<file path="src/coupler_consts.svh">
`ifndef COUPLER_CONSTS_SVH
`define COUPLER_CONSTS_SVH

// Shared sizing for the width coupler

// =====================================================================
// Word geometry
// =====================================================================
`define COUPLER_WORD_W 16

// =====================================================================
// Buffering
// =====================================================================
// Entries in each of the input and output FIFOs
`define COUPLER_FIFO_DEPTH 8

`endif

</file>
<file path="src/coupler_pkg.sv">
package coupler_pkg;

  `include "coupler_consts.svh"

  // One narrow word as it enters the coupler
  typedef logic [`COUPLER_WORD_W-1:0] word_t;

  // Double-width word leaving the coupler
  // The first word of a pair lands in the low half
  typedef struct packed {
    word_t hi;
    word_t lo;
  } pair_t;

  // Pairing engine states
  // PAIR_LOW waits for the first word, PAIR_HIGH holds it
  typedef enum logic {
    PAIR_LOW,
    PAIR_HIGH
  } pair_state_e;

endpackage

</file>
<file path="src/fifo_if.sv">
`timescale 1ns/1ps

`include "coupler_consts.svh"

interface fifo_if #(
  parameter int WIDTH = `COUPLER_WORD_W
);

  logic [WIDTH-1:0] wr_data;
  logic             enq;
  logic             full;
  logic [WIDTH-1:0] rd_data;
  logic             deq;
  logic             empty;

  // The FIFO itself
  modport store (input wr_data, input enq, input deq,
                 output full, output empty, output rd_data);

  // Producer side
  modport fill (output wr_data, output enq, input full);

  // Consumer side
  modport drain (output deq, input rd_data, input empty);

endinterface

</file>
<file path="src/coupler_top.sv">
`timescale 1ns/1ps

`include "coupler_consts.svh"

module coupler_top (
  input  logic               i_clk,
  input  logic               i_rst_n,
  input  coupler_pkg::word_t i_data,
  input  logic               i_enq,
  output logic               o_full,
  output coupler_pkg::pair_t o_data,
  input  logic               i_deq,
  output logic               o_empty
);

  import coupler_pkg::*;

  localparam int WORD_W = $bits(word_t);
  localparam int PAIR_W = $bits(pair_t);

  fifo_if #(.WIDTH(WORD_W)) in_if ();
  fifo_if #(.WIDTH(PAIR_W)) out_if ();

  // =====================================================================
  // Boundary wiring
  // =====================================================================
  // Narrow words go straight into the input FIFO
  assign in_if.wr_data = i_data;
  assign in_if.enq     = i_enq;
  assign o_full        = in_if.full;

  // Pairs are read straight from the output FIFO
  assign o_data        = out_if.rd_data;
  assign out_if.deq    = i_deq;
  assign o_empty       = out_if.empty;

  // =====================================================================
  // Datapath
  // =====================================================================
  word_fifo #(
    .WIDTH (WORD_W),
    .DEPTH (`COUPLER_FIFO_DEPTH)
  ) i_in_fifo (
    .i_clk   (i_clk),
    .i_rst_n (i_rst_n),
    .f       (in_if.store)
  );

  word_pairer i_pairer (
    .i_clk   (i_clk),
    .i_rst_n (i_rst_n),
    .src     (in_if.drain),
    .dst     (out_if.fill)
  );

  word_fifo #(
    .WIDTH (PAIR_W),
    .DEPTH (`COUPLER_FIFO_DEPTH)
  ) i_out_fifo (
    .i_clk   (i_clk),
    .i_rst_n (i_rst_n),
    .f       (out_if.store)
  );

endmodule

</file>
<file path="src/word_fifo.sv">
`timescale 1ns/1ps

`include "coupler_consts.svh"

module word_fifo #(
  parameter int WIDTH = `COUPLER_WORD_W,
  parameter int DEPTH = `COUPLER_FIFO_DEPTH
) (
  input logic   i_clk,
  input logic   i_rst_n,
  fifo_if.store f
);

  localparam int PTR_W = (DEPTH > 1) ? $clog2(DEPTH) : 1;
  localparam int CNT_W = $clog2(DEPTH + 1);

  // =====================================================================
  // Storage and bookkeeping
  // =====================================================================
  logic [WIDTH-1:0] mem [DEPTH];
  logic [PTR_W-1:0] wr_ptr;
  logic [PTR_W-1:0] rd_ptr;
  logic [CNT_W-1:0] count;
  logic             do_wr;
  logic             do_rd;

  // Pointers wrap at DEPTH so the depth need not be a power of two
  function automatic logic [PTR_W-1:0] ptr_inc(input logic [PTR_W-1:0] ptr);
    logic [PTR_W-1:0] nxt;
    if (ptr == PTR_W'(DEPTH - 1)) begin
      nxt = '0;
    end else begin
      nxt = ptr + 1'b1;
    end
    return nxt;
  endfunction

  // Flags come straight from the count, so they move on the edge of the access
  assign f.full    = (count == CNT_W'(DEPTH));
  assign f.empty   = (count == '0);
  assign f.rd_data = mem[rd_ptr];

  // Requests against a full or empty FIFO are dropped here
  assign do_wr = f.enq && !f.full;
  assign do_rd = f.deq && !f.empty;

  // =====================================================================
  // Write and read
  // =====================================================================
  always_ff @(posedge i_clk) begin
    if (do_wr) begin
      mem[wr_ptr] <= f.wr_data;
    end
  end

  always_ff @(posedge i_clk or negedge i_rst_n) begin
    if (!i_rst_n) begin
      wr_ptr <= '0;
      rd_ptr <= '0;
      count  <= '0;
    end else begin
      if (do_wr) begin
        wr_ptr <= ptr_inc(wr_ptr);
      end
      if (do_rd) begin
        rd_ptr <= ptr_inc(rd_ptr);
      end
      // A read and a write together leave the occupancy alone
      case ({do_wr, do_rd})
        2'b10:   count <= count + 1'b1;
        2'b01:   count <= count - 1'b1;
        default: count <= count;
      endcase
    end
  end

endmodule

</file>
<file path="src/word_pairer.sv">
`timescale 1ns/1ps

module word_pairer (
  input logic   i_clk,
  input logic   i_rst_n,
  fifo_if.drain src,
  fifo_if.fill  dst
);

  import coupler_pkg::*;

  // =====================================================================
  // State and datapath
  // =====================================================================
  pair_state_e state;
  pair_state_e state_nxt;
  word_t       low_word;
  word_t       head;
  pair_t       pair;
  logic        head_zero;
  logic        step;
  logic        emit;
  logic        load_low;

  assign head      = src.rd_data;
  assign head_zero = (head == '0);

  // Nothing moves unless there is a word to take and room for a pair
  assign step = !src.empty && !dst.full;

  // =====================================================================
  // Pairing rule
  // =====================================================================
  always_comb begin
    state_nxt = state;
    emit      = 1'b0;
    load_low  = 1'b0;
    pair      = '0;
    case (state)
      PAIR_LOW: begin
        if (step) begin
          if (head_zero) begin
            // Terminator at a pair boundary flushes out a zero pair
            emit = 1'b1;
          end else begin
            load_low  = 1'b1;
            state_nxt = PAIR_HIGH;
          end
        end
      end
      PAIR_HIGH: begin
        // Second word goes in as-is, zero or not
        pair.lo = low_word;
        pair.hi = head;
        if (step) begin
          emit      = 1'b1;
          state_nxt = PAIR_LOW;
        end
      end
      default: begin
        state_nxt = PAIR_LOW;
      end
    endcase
  end

  // Every step consumes exactly one input word
  assign src.deq     = step;
  assign dst.enq     = emit;
  assign dst.wr_data = pair;

  // =====================================================================
  // Registers
  // =====================================================================
  always_ff @(posedge i_clk or negedge i_rst_n) begin
    if (!i_rst_n) begin
      state <= PAIR_LOW;
    end else begin
      state <= state_nxt;
    end
  end

  // Low half of the pair being built
  always_ff @(posedge i_clk) begin
    if (load_low) begin
      low_word <= head;
    end
  end

endmodule

</file>
<file path="config.mk">
export PLATFORM = sky130hd
export DESIGN_NAME = coupler_top
export DESIGN_NICKNAME = d
export VERILOG_FILES = /design/src/coupler_pkg.sv /design/src/fifo_if.sv /design/src/coupler_top.sv /design/src/word_fifo.sv /design/src/word_pairer.sv
export VERILOG_INCLUDE_DIRS = /design/src /design/src/src
export SDC_FILE = /design/constraint.sdc
export NUM_CORES = 1
export LEC_CHECK = 0
export ABC_CLOCK_PERIOD_IN_PS = 3100
export BUFFER_PORTS_ARGS = -buffer_cell sky130_fd_sc_hd__buf_4
export CORE_MARGIN = 4
export CORE_UTILIZATION = 56
export DETAILED_ROUTE_END_ITERATION = 10
export GPL_TIMING_DRIVEN = 0
export HOLD_SLACK_MARGIN = 0.06
export PLACE_DENSITY = 0.79
export SETUP_SLACK_MARGIN = 0.4
export SYNTH_ARGS = -nofsm -noshare
export SYNTH_HDL_FRONTEND = slang
export SYNTH_SLANG_ARGS = --single-unit
</file>
<file path="constraint.sdc">
create_clock -name i_clk -period 3.1 [get_ports i_clk]
set_input_delay 0.62 -clock i_clk [delete_from_list [all_inputs] [get_ports i_clk]]
set_output_delay 0.62 -clock i_clk [all_outputs]
set_load 0.03 [all_outputs]
</file>
Word level (Yosys, flattened, before mapping)
Memory sizes are Yosys's and may differ from the RTL's. Index checks and enable logic that the tools add are counted. Widths: inputs -> output; s select.

Memory bits (writable): 384. Output and inout port bits: 34. Input port bits: 20. Memories kept: 2. Bits in registers: 37.

Memories: i_out_fifo.mem (words 8, bits a word 32, rd ports 1, clocked after memory_dff 0, wr ports 1, line word_fifo.sv:20) `logic [WIDTH-1:0] mem [DEPTH];`; i_in_fifo.mem (words 8, bits a word 16, rd ports 1, clocked after memory_dff 0, wr ports 1, line word_fifo.sv:20).

Reductions and logical operators: 14. Bitwise logic cells: 1. $add $sub $neg: 8. Multiplexer cells: 20. Eq/ne operators: 10.

Operators with widths (number): $mux 32 (1); $logic_not 16->1 (1); $pmux 4 s2 (2); $add 3x1->3 const B (4); $eq 3x3->1 const B (4); $mux 3 (4); $mux 1 (11); $add 4x1->4 const B (2); $eq 4x4->1 const B (2); $logic_not 4->1 (2); $sub 4x1->4 const B (2); $logic_and 1x1->1 (5); $eq 2x1->1 const B (2); $eq 2x2->1 const B (2); $logic_not 1->1 (4); $pmux 1 s2 (2); $reduce_bool 2->1 (2); $not 1->1 (1).

Depth between registers and ports, before layout
Gate-level depths: netlist of run 1.

Depth in word-level cells: 8. Mapped depth: 16. Gate-level depth less buffers: 13.

Modules after synthesis
From an unflattened synthesis of run 1, not the netlist that was laid out.

Cell total of the unflattened synthesis: 754. Area, all modules: 16679.7 sq um.

By module, submodules not included: word_fifo at i_out_fifo (cells each 437, times used 1, sequential area each 7937.6 sq um, area an instance 10292.4 sq um); word_fifo at i_in_fifo (cells each 254, times used 1, sequential area each 4093.9 sq um, area an instance 5601.6 sq um); word_pairer (cells each 63, times used 1, sequential area each 505.5 sq um, area an instance 785.8 sq um).

Least setup slack after synthesis of run 1
No wires, ideal clock.

Path type: register to register. From: reg i_in_fifo.rd_ptr[0]. To: mem i_out_fifo.mem[2][0] in the netlist's numbering, enable pin. Path buffers: 3. Setup time: 0.392 ns. Data arrival time: 3.054 ns. Data required time: 2.708 ns. Cell stages (with the launch flop): 10. Path slack: -0.346 ns. Path through: dfrtp_1 > buf_6 > buf_6 > mux4_2 > mux2_2 > nor4_1 > and4_1 > o21a_2 > buf_6 > and4bb_1.

Cells in the longest elaborated chain, start to end: 8.

Ends and longest elaborated chain: start: declaration (line word_fifo.sv:22) `logic [PTR_W-1:0] rd_ptr;`; start signal: assignment (line word_fifo.sv:66) `rd_ptr <= ptr_inc(rd_ptr);`; $mem_v2 8x16; named net i_in_fifo.f.rd_data[0] (line fifo_if.sv:18) `output full, output empty, output rd_data);`; $logic_not 16->1 (line word_pairer.sv:26) `assign head_zero = (head == '0);`; $mux 1 (line word_pairer.sv:42) `if (head_zero) begin`; $mux 1 (line word_pairer.sv:41) `if (step) begin`; $pmux 1 s2 (line word_pairer.sv:39) `case (state)`; $logic_and 1x1->1 (line word_fifo.sv:44) `assign do_wr = f.enq && !f.full;`; $mux 1 (line word_fifo.sv:51) `if (do_wr) begin`; $mux 1 (not written as such) (line word_fifo.sv:52) `mem[wr_ptr] <= f.wr_data;`; end: declaration (line word_fifo.sv:20).

The timed path passes the listed nets, and every way through them passes these cells.

Worst setup path after layout of run 1
From: reg i_in_fifo.rd_ptr[0]. To: reg i_out_fifo.count[3].

Cells in the longest elaborated chain, start to end: 8. Elaborated cells on any way between the ends: 10. Classes of those cells: 2 x eq/ne; 4 x mux; 3 x reduce/logical; 1 x memory.

Ends and longest elaborated chain: $mem_v2 8x16 (*); named net i_in_fifo.f.rd_data[0] (line fifo_if.sv:18); $logic_not 16->1 (*) (line word_pairer.sv:26); $mux 1 (*) (line word_pairer.sv:42); $mux 1 (*) (line word_pairer.sv:41); $pmux 1 s2 (*) (line word_pairer.sv:39); $logic_and 1x1->1 (*) (line word_fifo.sv:44); $eq 2x1->1 or $eq 2x2->1 (tied branches) (line word_fifo.sv:69) `case ({do_wr, do_rd})`; $pmux 4 s2 or $reduce_bool 2->1 (tied branches); end signal: assignment (line word_fifo.sv:70) `2'b10: count <= count + 1'b1;`; end signal: assignment (line word_fifo.sv:71) `2'b01: count <= count - 1'b1;`; end signal: assignment (line word_fifo.sv:72) `default: count <= count;`; end: declaration (line word_fifo.sv:23) `logic [CNT_W-1:0] count;`.

The timed path passes the listed nets; every way through them passes the cells marked *. A chain may end at the register's enable or synchronous reset.

==> run summary, run 1 <==
The total placed cells including tap cells is 1,179. The synthesized netlist occupies a cell area of 0.0164 mm^2. Cells fill 68.6% of the core in the end. After synthesis the netlist holds a flip-flop and latch count of 421. The vertical die dimension works out to 179 um. The ratio of routed vias to standard cells was 6.13. The via count of the first global-routing pass was 8,059; the overall die area was 0.0321 mm^2.

The logs give 37.7% for the max-slew headroom at the worst pin and 0.0197 mm^2 for the final instance area. The tools report the TritonCTS buffer count as 41. The tree is rooted in a clkbuf_16.

The die width was 179 um. Max-cap violations in this run came to 0. The library cell used most frequently in the layout, excluding fill and tap cells, is edfxtp_1. The synthesized design contains 400 enable-type register cells. OpenSTA, run right after detailed placement, puts the worst setup slack at -1.16 ns. The worst setup path is launched from a register. The count of nets after finishing came out at 930. For this design the static power due to leakage is 0.00670 uW. The logs give 33 for the maximum number of pins on one net before global-route repair and 0.0175 mm^2 for the total cell area at the placement stage. The run gives 8,023 as the count of vias placed by the detailed router. The antenna diode count came out at 0.

The first global-routing pass estimated 50.8 mm of wire. The synthesized instance count is 734. The H-tree was split into 2 levels. The worst register-to-register path begins at i_in_fifo.rd_ptr[0]$_DFFE_PN0P_. The maximum root-to-sink buffer count was 3; the detailed-router iteration count before antenna repair was 5.

During placement, the flow inserted port buffers numbering 53. The wire length per cell was 28.4 um. The final reports fail on setup timing.

In this run the core area contains 62 standard-cell rows. In the layout the commonest cells are edfxtp_1 (400), mux4_2 (96), buf_4 (74). The region available for standard cell placement spans 0.0288 mm^2. The count of pins on the block boundary came out at 54. The top flip-flop cell by instance count after synthesis is edfxtp_1. The post-synthesis to final-layout area growth was 20.4%.

The final-report hold violation count is 0. Setup repair after global routing could not meet its margin everywhere. For the starting DRC count in detailed routing, the log shows 805. The worst hold path belongs to the class in2reg. Power comes to 22,200 uW. The run finished, with violations left. The run gives 0 as the remaining design rule violation count. Cells with a size suffix above 1 make up 40.5% of the layout. TritonCTS built the clock tree. The logs give 0.000774 V for the worst vdd rail ir drop and 18.8 mm for the placed wire-length estimate. The synthesis warning total is 0, and the total wire length after detailed routing is 37.2 mm. The logs give 3.51 ns for the critical path required time and 57.0% for the initial core utilization.

STA classifies the critical path endpoint as a register. Across every metal layer, demand over resource in global routing totals 21.8%. The initial antenna violation count was 0; the fmax was 272 MHz. Clock skew on the completed layout was measured at 0.0195 ns. The share of synthesized registers carrying an async set or reset works out to 4.99%. Number of nets produced by synthesis: 770.

The tools report the start point of the worst min-delay path as i_data[8]. For this design the ratio of total power to cell area is 1130 mW/mm^2. Of the synthesized area, sequential elements account for 76.5%. The tools report the slack of the critical path as -0.576 ns.

The final clock period utilization by the worst path is 119%, and the leftover overflow at the end of global routing is 0. The run gives 0 as the final number of max-transition violations. The total setup violations reported at the end of the flow is 276. The smallest clock period supported by the final layout is computed as 3.68 ns. The timing startpoint of the critical path is i_in_fifo.rd_ptr[0]$_DFFE_PN0P_. The congestion estimate from routability-driven global placement came to 0.770.

Of all nets on the critical path, the largest fanout is 6. The tree built by TritonCTS fans out to 421 sinks. After synthesis, the mean cell area works out to 22.3 um^2. The tools report the worst-skew pair later-pin latency as 0.54 ns. The logs give 0 for the number of nets with antenna violations after routing and 4.09 ns for the critical path data arrival time. After the flow finishes, the layout carries non-filler instances totaling 1,308. Clock-pin slew was measured on the worst setup and hold paths at 0.06 ns. The actual transition at the worst max-transition pin is 0.935 ns.

Worst setup path category: reg2reg. In this run, distinct cell masters in the synthesized netlist total 33.
==> cells in the mapped netlist, types with 3 or more instances <==
cell type  instances  area (um^2)
a21oi_1            3         15.0
dfrtp_1           21          526
mux2_1             6         67.6
nor3_1             8         40.0
and4b_1            3         30.0
a21o_1             4         30.0
xor2_1             4         35.0
buf_6              5         56.3
clkbuf_1          18         67.6
nor4_1             7         43.8
mux2_2            50          563
nand2_1           10         37.5
buf_1              4         15.0
nor2_1             9         33.8
xnor2_1            4         35.0
buf_2              5         25.0
mux4_2            96         2160
o21ai_0            3         15.0
edfxtp_1         400        12000
ha_1              14          175
and2_1            33          206
inv_1              7         26.3
nand2b_1           5         31.3
==> cell type report <==
cell class | instances | area [um^2]
sequential | 421 | 12500
fill | 1654 | 9040
multi-input combinational | 277 | 3940
timing repair buffer | 112 | 1210
clock buffer | 58 | 1150
tap | 384 | 480
buffer | 32 | 283
clock inverter | 15 | 104
inverter | 9 | 36.3
==> what timing repair did <==
item	in CTS	in global routing
pin swaps	3	4
hold endpoints to repair	21	0
hold buffers	1	0
endpoints found under the setup margin	312	313
resized for setup	58	35
setup buffers	17	28
cloned	2	8
==> power breakdown <==
part           internal, uW  total, uW  switching [uW]
clock network          2670       4720            2050
logic                  3930       8720            4790
registers              8230       8780             544
total                 14800      22200            7380
==> registers in the layout, indices dropped and copies added (netlist names) <==
name	flops
i_out_fifo.count	4
i_in_fifo.mem	128
i_pairer.state	1
i_in_fifo.wr_ptr	3
i_pairer.low_word	16
i_out_fifo.rd_ptr	3
i_in_fifo.count	4
i_in_fifo.rd_ptr	3
i_out_fifo.wr_ptr	3
i_out_fifo.mem	256
==> metrics by stage <==
| stage | TNS, ns | hold WS [ns] |
|---|---|---|
| detailed placement | -288.02 | 0.480 |
| global placement | -292.35 | 0.480 |
| finish | -90.23 | 0.313 |
| global route | -107.26 | 0.311 |
| floorplan | -10.58 | 0.324 |
| CTS | -76.51 | 0.298 |
==> routing by layer <==
| layer | global-route usage (%) | wire (um) |
|---|---|---|
| met5 | 0 | 0 |
| met4 | 7.49 | 857 |
| met3 | 3.96 | 2420 |
| met2 | 36.5 | 19800 |
| met1 | 29.4 | 14100 |
==> kinds of logic after synthesis <==
family                     after synthesis  synth area share [%]
adders and majority gates               16                  1.31
DFF                                    421                  76.5
muxes                                  154                  17.2
xor gates and xnor gates                 8                 0.427
AOI/OAI and AO/OA                       12                 0.450
buffers and inverters                   41                  1.21
and+or+nand+nor                         82                  2.96
==> worst max-delay path, stage by stage (launching register included) <==
cell and delay [ns]:
dfrtp_1 0.38, buf_6 0.19, clkbuf_16 0.17, mux4_2 0.53
mux2_4 0.33, nor4_2 0.29, and4_1 0.26, o21a_2 0.16
buf_6 0.13, inv_2 0.04, ha_4 0.17, ha_4 0.20
a21o_1 0.15, a21oi_2 0.15, xnor2_1 0.16, nor2_1 0.09
xor2_1 0.14
==> final timing paths <==
path	to	slack (ns)	depth (start not counted)
hold reg to reg	i_in_fifo.count[3]$_DFFE_PN0P_	0.49	1
max in group asynchronous	i_in_fifo.rd_ptr[1]$_DFFE_PN0P_	2.30	2
setup reg to reg	i_out_fifo.count[3]$_DFFE_PN0P_	-0.58	16
min in group asynchronous	i_pairer.state$_DFF_PN0_	0.54	2
setup / recovery	i_out_fifo.count[3]$_DFFE_PN0P_	-0.58	16
hold / removal	i_in_fifo.mem[0][8]$_DFFE_PP_	0.31	1
Power figures use the tool's default switching activity.
==> inputs of run 2 (changes only) <==
MAX_ROUTING_LAYER = met4   (was default)
PLACE_DENSITY = 0.76   (was 0.79)
==> run 2 against run 1 <==
The flow still finishes with violations (setup timing); global-route usage grew 2.1 points; sequential power grew 0.5%; setup slack better by 0.053 ns; highest routed layer unchanged; power increased by 7.9%; first-iteration DRC count increased by 6.6%; flip-flop and latch count is the same; register-to-register slack improved by 0.05 ns; non-clock buffer count increased by 39.
==> run summary, run 2 (synthesized netlist as in run 1, its figures left out) <==
The flow ran to the end, but the final reports show violations. The checks that failed: setup timing. Time the final worst path needs with I/O delays and setup: 3.62 ns.

Dividing total power by cell area gives a power density of 1150 mW/mm^2. The count of vias placed by the detailed router was 8,278; the maximum root-to-sink buffer count was 3. The total placed cells including tap cells came out at 1,179. The register with the most flip-flops in the layout has 256 of them. The run gives 3.50 ns as the critical path required time. The total wire length after detailed routing is 37.7 mm, and the vertical die dimension is 179 um.

The initial antenna violation count is 0, and the worst-path maximum fanout is 5. STA classifies the critical path startpoint as a register. The worst setup path is captured at a register. For this design, the sink count on the clock tree is 421.

Across the VDD grid, the largest voltage drop is 0.000662 V. Derived from the worst setup path, the maximum achievable clock frequency is 276 MHz. The library cell used most frequently in the layout, excluding fill and tap cells, is edfxtp_1. The number of maximum-capacitance constraint violations was 0.

The weighted congestion at the end of routability-driven global placement came out at 0.786. TritonCTS built the clock tree. The clock slew at the register clock pins of the worst setup and hold paths was 0.06 ns; the via count of the first global-routing pass was 8,542. The pre-antenna-repair detailed-routing pass consisted of 5 iterations. The initial utilization of the core area, before any placement, comes to 57.0%. By startpoint and endpoint, the worst setup path is classified as reg2reg. The logs give 62 for the number of placement rows and 0.0321 mm^2 for the overall die area.

The slack of the critical path was -0.523 ns; the final number of max-transition violations was 0. Measured on the finished design, the core utilization comes to 72.1%. Leaving out fill and tap cells, the most frequent cells in the layout are edfxtp_1 (400), mux4_2 (96), buf_6 (61). After layout, the design draws a total of 24,000 uW. The clock reaches the later pin of the worst-skew pair after 0.54 ns. Summing all placed instances gives a cell area of 0.0175 mm^2.

For this run the aggregate overflow at the end of global routing stands at 0. The repair_antennas step left the layout with diodes totalling 0. The total setup violations reported at the end of the flow was 260. The buffer type at the clock tree root was clkbuf_16. The finished layout holds 1,352 standard cells, fillers aside. The run gives 54 as the count of pins on the block boundary. In this run the horizontal extent of the chip is 179 um. The global-route wire length before repair was 53.8 mm.

The number of levels in the clock H-tree was 2. The run gives 973 as the count of nets after finishing. The run gives 23.9% as the global-route usage over all layers.

The path class of the tightest hold or removal check is in2reg. The core outline area was 0.0288 mm^2; the starting DRC count in detailed routing was 858. The placed wire-length estimate is 19.4 mm, and the final clock period utilization by the worst path is 117%.

On the worst path, the slowest cell contributes a delay of 0.50 ns. The ratio of routed vias to standard cells is 6.12, and the final-report hold violation count is 0. For the number of nets with antenna violations after routing, the log shows 0.

Setup repair after global routing could not meet its margin everywhere. Among all stages on the critical path, the largest delay is contributed by mux4_2. The number of buffers inserted by port buffering is 53.

Traced cell by cell, the critical path runs through buf_6 -> bufbuf_16 -> mux4_2 -> mux2_4 -> nor4_1 -> and4_1 -> o21a_2 -> buf_6 -> inv_4 -> ha_4 -> ha_4 -> a21o_1 -> a21oi_2 -> xnor2_2 -> nor2_1 -> xor2_1. Fraction of layout cells with a size suffix above 1: 43.2%. In the final routed layout, each cell accounts on average for 27.9 um. The area growth from synthesis to layout is 26.6%. In this run the tightest slew margin relative to its limit is 36.0%.

In the routed design, unresolved DRC markers number 0. The largest registers in the layout are i_out_fifo.mem (256), i_in_fifo.mem (128), i_pairer.low_word (16). The tightest hold path in the finished design has a slack of 0.328 ns. The finished cells cover 0.0208 mm^2. Entering global routing, the biggest net connects 33 pins. Buffers inserted during clock tree synthesis total 42. The register with the highest flop count is i_out_fifo.mem. STA puts the critical path data arrival time at 4.02 ns.

Leakage power: 0.00724 uW. For the final database, setup skew stands at 0.0316 ns. At the pin with the least slew margin, the transition time is 0.955 ns.
==> run 2: area by class of cell <==
class	instances	area (um^2)
fillers	1550	8020
inverters	9	38.8
plain buffers	32	354
flip-flops and latches	421	12500
repair buffers	151	1930
well taps	384	480
clock inverters	20	189
clock buffers	55	1120
multi-input cells	280	4110
==> run 2: worst max-delay path, delay by kind of cell (launching register included) <==
kind                     cells  cell delay (ns)
multiplexers                 2             0.83
AND/OR/NAND/NOR              3             0.58
buffers and inverters        4             0.56
AO/OA/AOI/OAI                3             0.51
flip-flops                   1             0.37
adder cells (fa/ha/maj)      2             0.37
XOR/XNOR                     2             0.28
==> run 2: path summary, 6_finish.rpt <==
| check | start | depth (start not counted) | to | slack, ns |
|---|---|---|---|---|
| max in group asynchronous | i_rst_n | 2 | i_in_fifo.rd_ptr[1]$_DFFE_PN0P_ | 2.32 |
| min in group asynchronous | i_rst_n | 2 | i_out_fifo.rd_ptr[1]$_DFFE_PN0P_ | 0.52 |
| max | i_in_fifo.rd_ptr[0]$_DFFE_PN0P_ | 16 | i_out_fifo.count[3]$_DFFE_PN0P_ | -0.52 |
| min reg2reg | i_in_fifo.count[3]$_DFFE_PN0P_ | 1 | i_in_fifo.count[3]$_DFFE_PN0P_ | 0.52 |
| min | i_data[9] | 1 | i_in_fifo.mem[0][9]$_DFFE_PP_ | 0.33 |
| max reg2reg | i_in_fifo.rd_ptr[0]$_DFFE_PN0P_ | 16 | i_out_fifo.count[3]$_DFFE_PN0P_ | -0.52 |
==> run 2: timing repair <==
| action | CTS | global route |
|---|---|---|
| cloned | 13 | 9 |
| resized for setup | 156 | 51 |
| endpoints found under the hold margin | 21 | 0 |
| hold buffers | 1 | 0 |
| buffers inserted | 45 | 30 |
| pin swaps | 5 | 4 |
| setup endpoints to repair | 312 | 313 |
==> run 2: metrics by stage <==
| step | setup WS (ns) | TNS, ns |
|---|---|---|
| after floorplan | -0.159 | -10.58 |
| after global placement | -1.08 | -291.56 |
| after detailed placement | -1.10 | -266.07 |
| after CTS | -0.511 | -60.80 |
| after global routing | -0.680 | -117.25 |
| final | -0.523 | -89.00 |
==> run 2: power breakdown <==
group	switching [uW]	total, uW	internal (uW)
Sequential	585	8820	8230
Combinational	5120	10300	5150
Clock	2000	4870	2870
==> run 2: layer usage <==
metal  track usage, %  vias to the layer above  share of wire, %
li1                 -                     3470                 -
met1             28.9                     4313                36
met2             40.9                      395                53
met3             4.72                      100               6.8
met4             7.84                        0               3.7
met5                -                        -                 0
==> inputs of run 3 (changes only) <==
HOLD_SLACK_MARGIN = 0.1   (was 0.06)
SKIP_CTS_REPAIR_TIMING = 1   (was default)
==> run 3 against run 2 <==
The flow still finishes with violations (setup timing); via count about the same; non-clock buffer count down 17; clock-buffer cell count unchanged; routed wire length up 1.7%.
==> run summary, run 3 (synthesized netlist as in run 1, its figures left out) <==
Setup repair after global routing could not meet its margin everywhere. After floorplanning, the core was divided into 62 placement rows. The flip-flop count of the largest register, all copies and words added was 256.

In this run, the number of DRC markers left after iteration 0 of detailed routing was 884. The run gives 0.786 as the weighted congestion at the end of routability-driven global placement. The worst-skew pair later-pin latency is 0.55 ns.

The total wire length after detailed routing came out at 38.4 mm. The global-route usage over all layers was 21.6%. The library cell used most frequently in the layout, excluding fill and tap cells, is edfxtp_1. The tools report the remaining design rule violation count as 0. The tools report the share of power burned in combinational logic as 41.8%. In this run the power density over the cells is 1150 mW/mm^2. The tools report the worst setup skew after layout as 0.0243 ns. Leaving out fill and tap cells, the most frequent cells in the layout are edfxtp_1 (400), mux4_2 (96), buf_4 (54), clkbuf_16 (54), buf_6 (47).

During I/O placement, the number of pins put on the boundary was 54. Category of the worst setup path launch point: a register. The leakage power is 0.00707 uW, and the maximum root-to-sink buffer count is 3. The floorplan step defined a die boundary enclosing 0.0321 mm^2.

The tools report the count of vias placed by the detailed router as 8,282. The first global-routing pass estimated 48.9 mm of wire. The total overflow left after global routing is 0. In this run the worst hold path is classified as in2reg.

The logs give 37.4% for the portion of total power attributed to sequential cells and 3.51 ns for the critical path required time. TritonCTS built the clock tree. The initial utilization of the core area, before any placement, comes to 57.0%. The checks that failed: setup timing.

The tools report the buffer type at the clock tree root as clkbuf_16. Setup violations remaining at the end of the flow were counted as 259. The largest registers in the layout are i_out_fifo.mem (256), i_in_fifo.mem (128), i_pairer.low_word (16). After floorplanning, the core was sized to cover 0.0288 mm^2. Data arrives at the worst endpoint at 4.05 ns. The time the final worst path needs with I/O delays and setup came out at 3.64 ns. The analysis attributes to net switching a power of 7650 uW. The register with the highest flop count was i_out_fifo.mem. For the via count of the first global-routing pass, the log shows 8,019.

Before antenna repair, the detailed router went through 5 iterations. STA classifies the critical path endpoint as a register. For the maximum number of pins on one net before global-route repair, the log shows 33. The logs give 23,500 uW for the total power after layout and 956 for the count of nets after finishing. Once detailed placement completed, the half-perimeter wirelength came to 19.4 mm. The number of maximum-capacitance constraint violations came out at 0. Net switching is 32.5% of the power.

Dividing the final minimum period by the clock period gives 117%. The max-slew headroom at the worst pin was 33.3%; the worst vdd rail ir drop was 0.000669 V. The die width was 179 um; the number of buffers inserted by port buffering was 53. The initial antenna violation count was 0; the cell depth of the worst min-delay path was 1. Count of clock tree sinks: 421. The flow ran to the end, but the final reports show violations. Relative to the synthesized area, the layout overhead comes to 24.7%. The H-tree generated during clock tree synthesis spans 2 levels. Using the TritonRoute via totals, the vias-per-cell ratio works out to 6.20. The clock network accounts for 20.8% of the total power. The slack of the critical path was -0.539 ns; the fmax was 275 MHz. The wire length per cell is 28.7 um. The vertical die dimension works out to 179 um. The number of nets with antenna violations after routing was 0; the fraction of layout cells with a size suffix above 1 was 42.2%.

The TritonCTS buffer count was 42. For the pin with the worst max-slew slack, the measured transition is 0.995 ns. The critical path is of the reg2reg type. Of all nets on the critical path, the largest fanout is 6.

The internal portion of the total power is 15,900 uW. For the final number of max-transition violations, the log shows 0. The filler cell count was 1,593; the clock slew at the register clock pins of the worst setup and hold paths was 0.06 ns. The final-report hold violation count was 0; the cell depth of the worst flop-to-flop path was 16. On the final layout, the worst hold slack is 0.315 ns. The tools report the antenna diode count as 0.
-- run 3: cell count changes in the layout (fill, tap and decap cells not counted), moves of 2 or more --
cell | previous run | this run
buf_6 | 61 | 47
nor4_4 | 3 | 1
nor4_2 | 1 | 4
buf_4 | 52 | 54
mux2_2 | 5 | 13
buf_16 | 6 | 0
clkbuf_8 | 2 | 0
clkbuf_16 | 50 | 54
mux2_4 | 47 | 38
-- run 3: power by group through the flow --
stage               combinational (uW)  sequential, uW  clock [uW]
floorplan                         5090            8590           0
global placement                  7090            8690           0
detailed placement                7420            8810           0
CTS                               7480            8720        4900
global route                     10300            8880        5240
finish                            9820            8800        4900
-- run 3: metrics by stage --
step | setup slack [ns] | util, % | instances | instance area (um^2) | TNS, ns
after floorplan | -0.159 | - | 734 | 16500 | -10.58
after global placement | -1.08 | 60.3 | 1171 | 17300 | -291.56
after detailed placement | -1.10 | 60.8 | 1179 | 17500 | -266.07
after CTS | -1.15 | 65.3 | 1254 | 18800 | -293.97
after global routing | -0.720 | 71.0 | 1335 | 20400 | -83.16
final | -0.539 | 71.0 | 1335 | 20400 | -51.27
-- run 3: critical path, cell delays in order (launching register included) --
cell	delay (ns)
dfrtp_2	0.43
buf_8	0.17
buf_4	0.12
mux4_2	0.47
mux2_4	0.34
nor4_2	0.28
and4_1	0.25
o21a_2	0.17
buf_6	0.14
inv_4	0.04
ha_4	0.16
ha_4	0.21
a21o_1	0.17
a21oi_2	0.19
xnor2_2	0.14
nor2_1	0.08
xor2_1	0.14
-- run 3: final cells by class --
cell class                 instances  area (um^2)  area share (%)
sequential                       421        12500            61.3
clock buffer                      55         1120            5.48
tap                              384          480            2.35
multi-input combinational        280         4060            19.9
clock inverter                    20          189           0.924
timing repair buffer             134         1690            8.26
buffer                            32          325            1.59
inverter                           9         38.8           0.190
-- run 3: layer usage --
metal / up-vias / GRT usage (%) / share of wire [%]
met5: - / - / 0
met1: 4358 / 27.4 / 36
met3: 80 / 4.13 / 7.6
li1: 3433 / - / -
met2: 411 / 36.3 / 53
met4: 0 / 5.97 / 2.9
-- run 3: path summary, 6_finish.rpt --
kind,endpoint,from,slack (ns)
setup reg to reg,i_out_fifo.count[3]$_DFFE_PN0P_,i_in_fifo.rd_ptr[0]$_DFFE_PN0P_,-0.54
max in group asynchronous,i_in_fifo.rd_ptr[0]$_DFFE_PN0P_,i_rst_n,2.31
min in group asynchronous,i_out_fifo.rd_ptr[1]$_DFFE_PN0P_,i_rst_n,0.52
hold reg to reg,i_in_fifo.count[3]$_DFFE_PN0P_,i_in_fifo.count[3]$_DFFE_PN0P_,0.52
hold / removal,i_in_fifo.mem[1][12]$_DFFE_PP_,i_data[12],0.31
setup / recovery,i_out_fifo.count[3]$_DFFE_PN0P_,i_in_fifo.rd_ptr[0]$_DFFE_PN0P_,-0.54
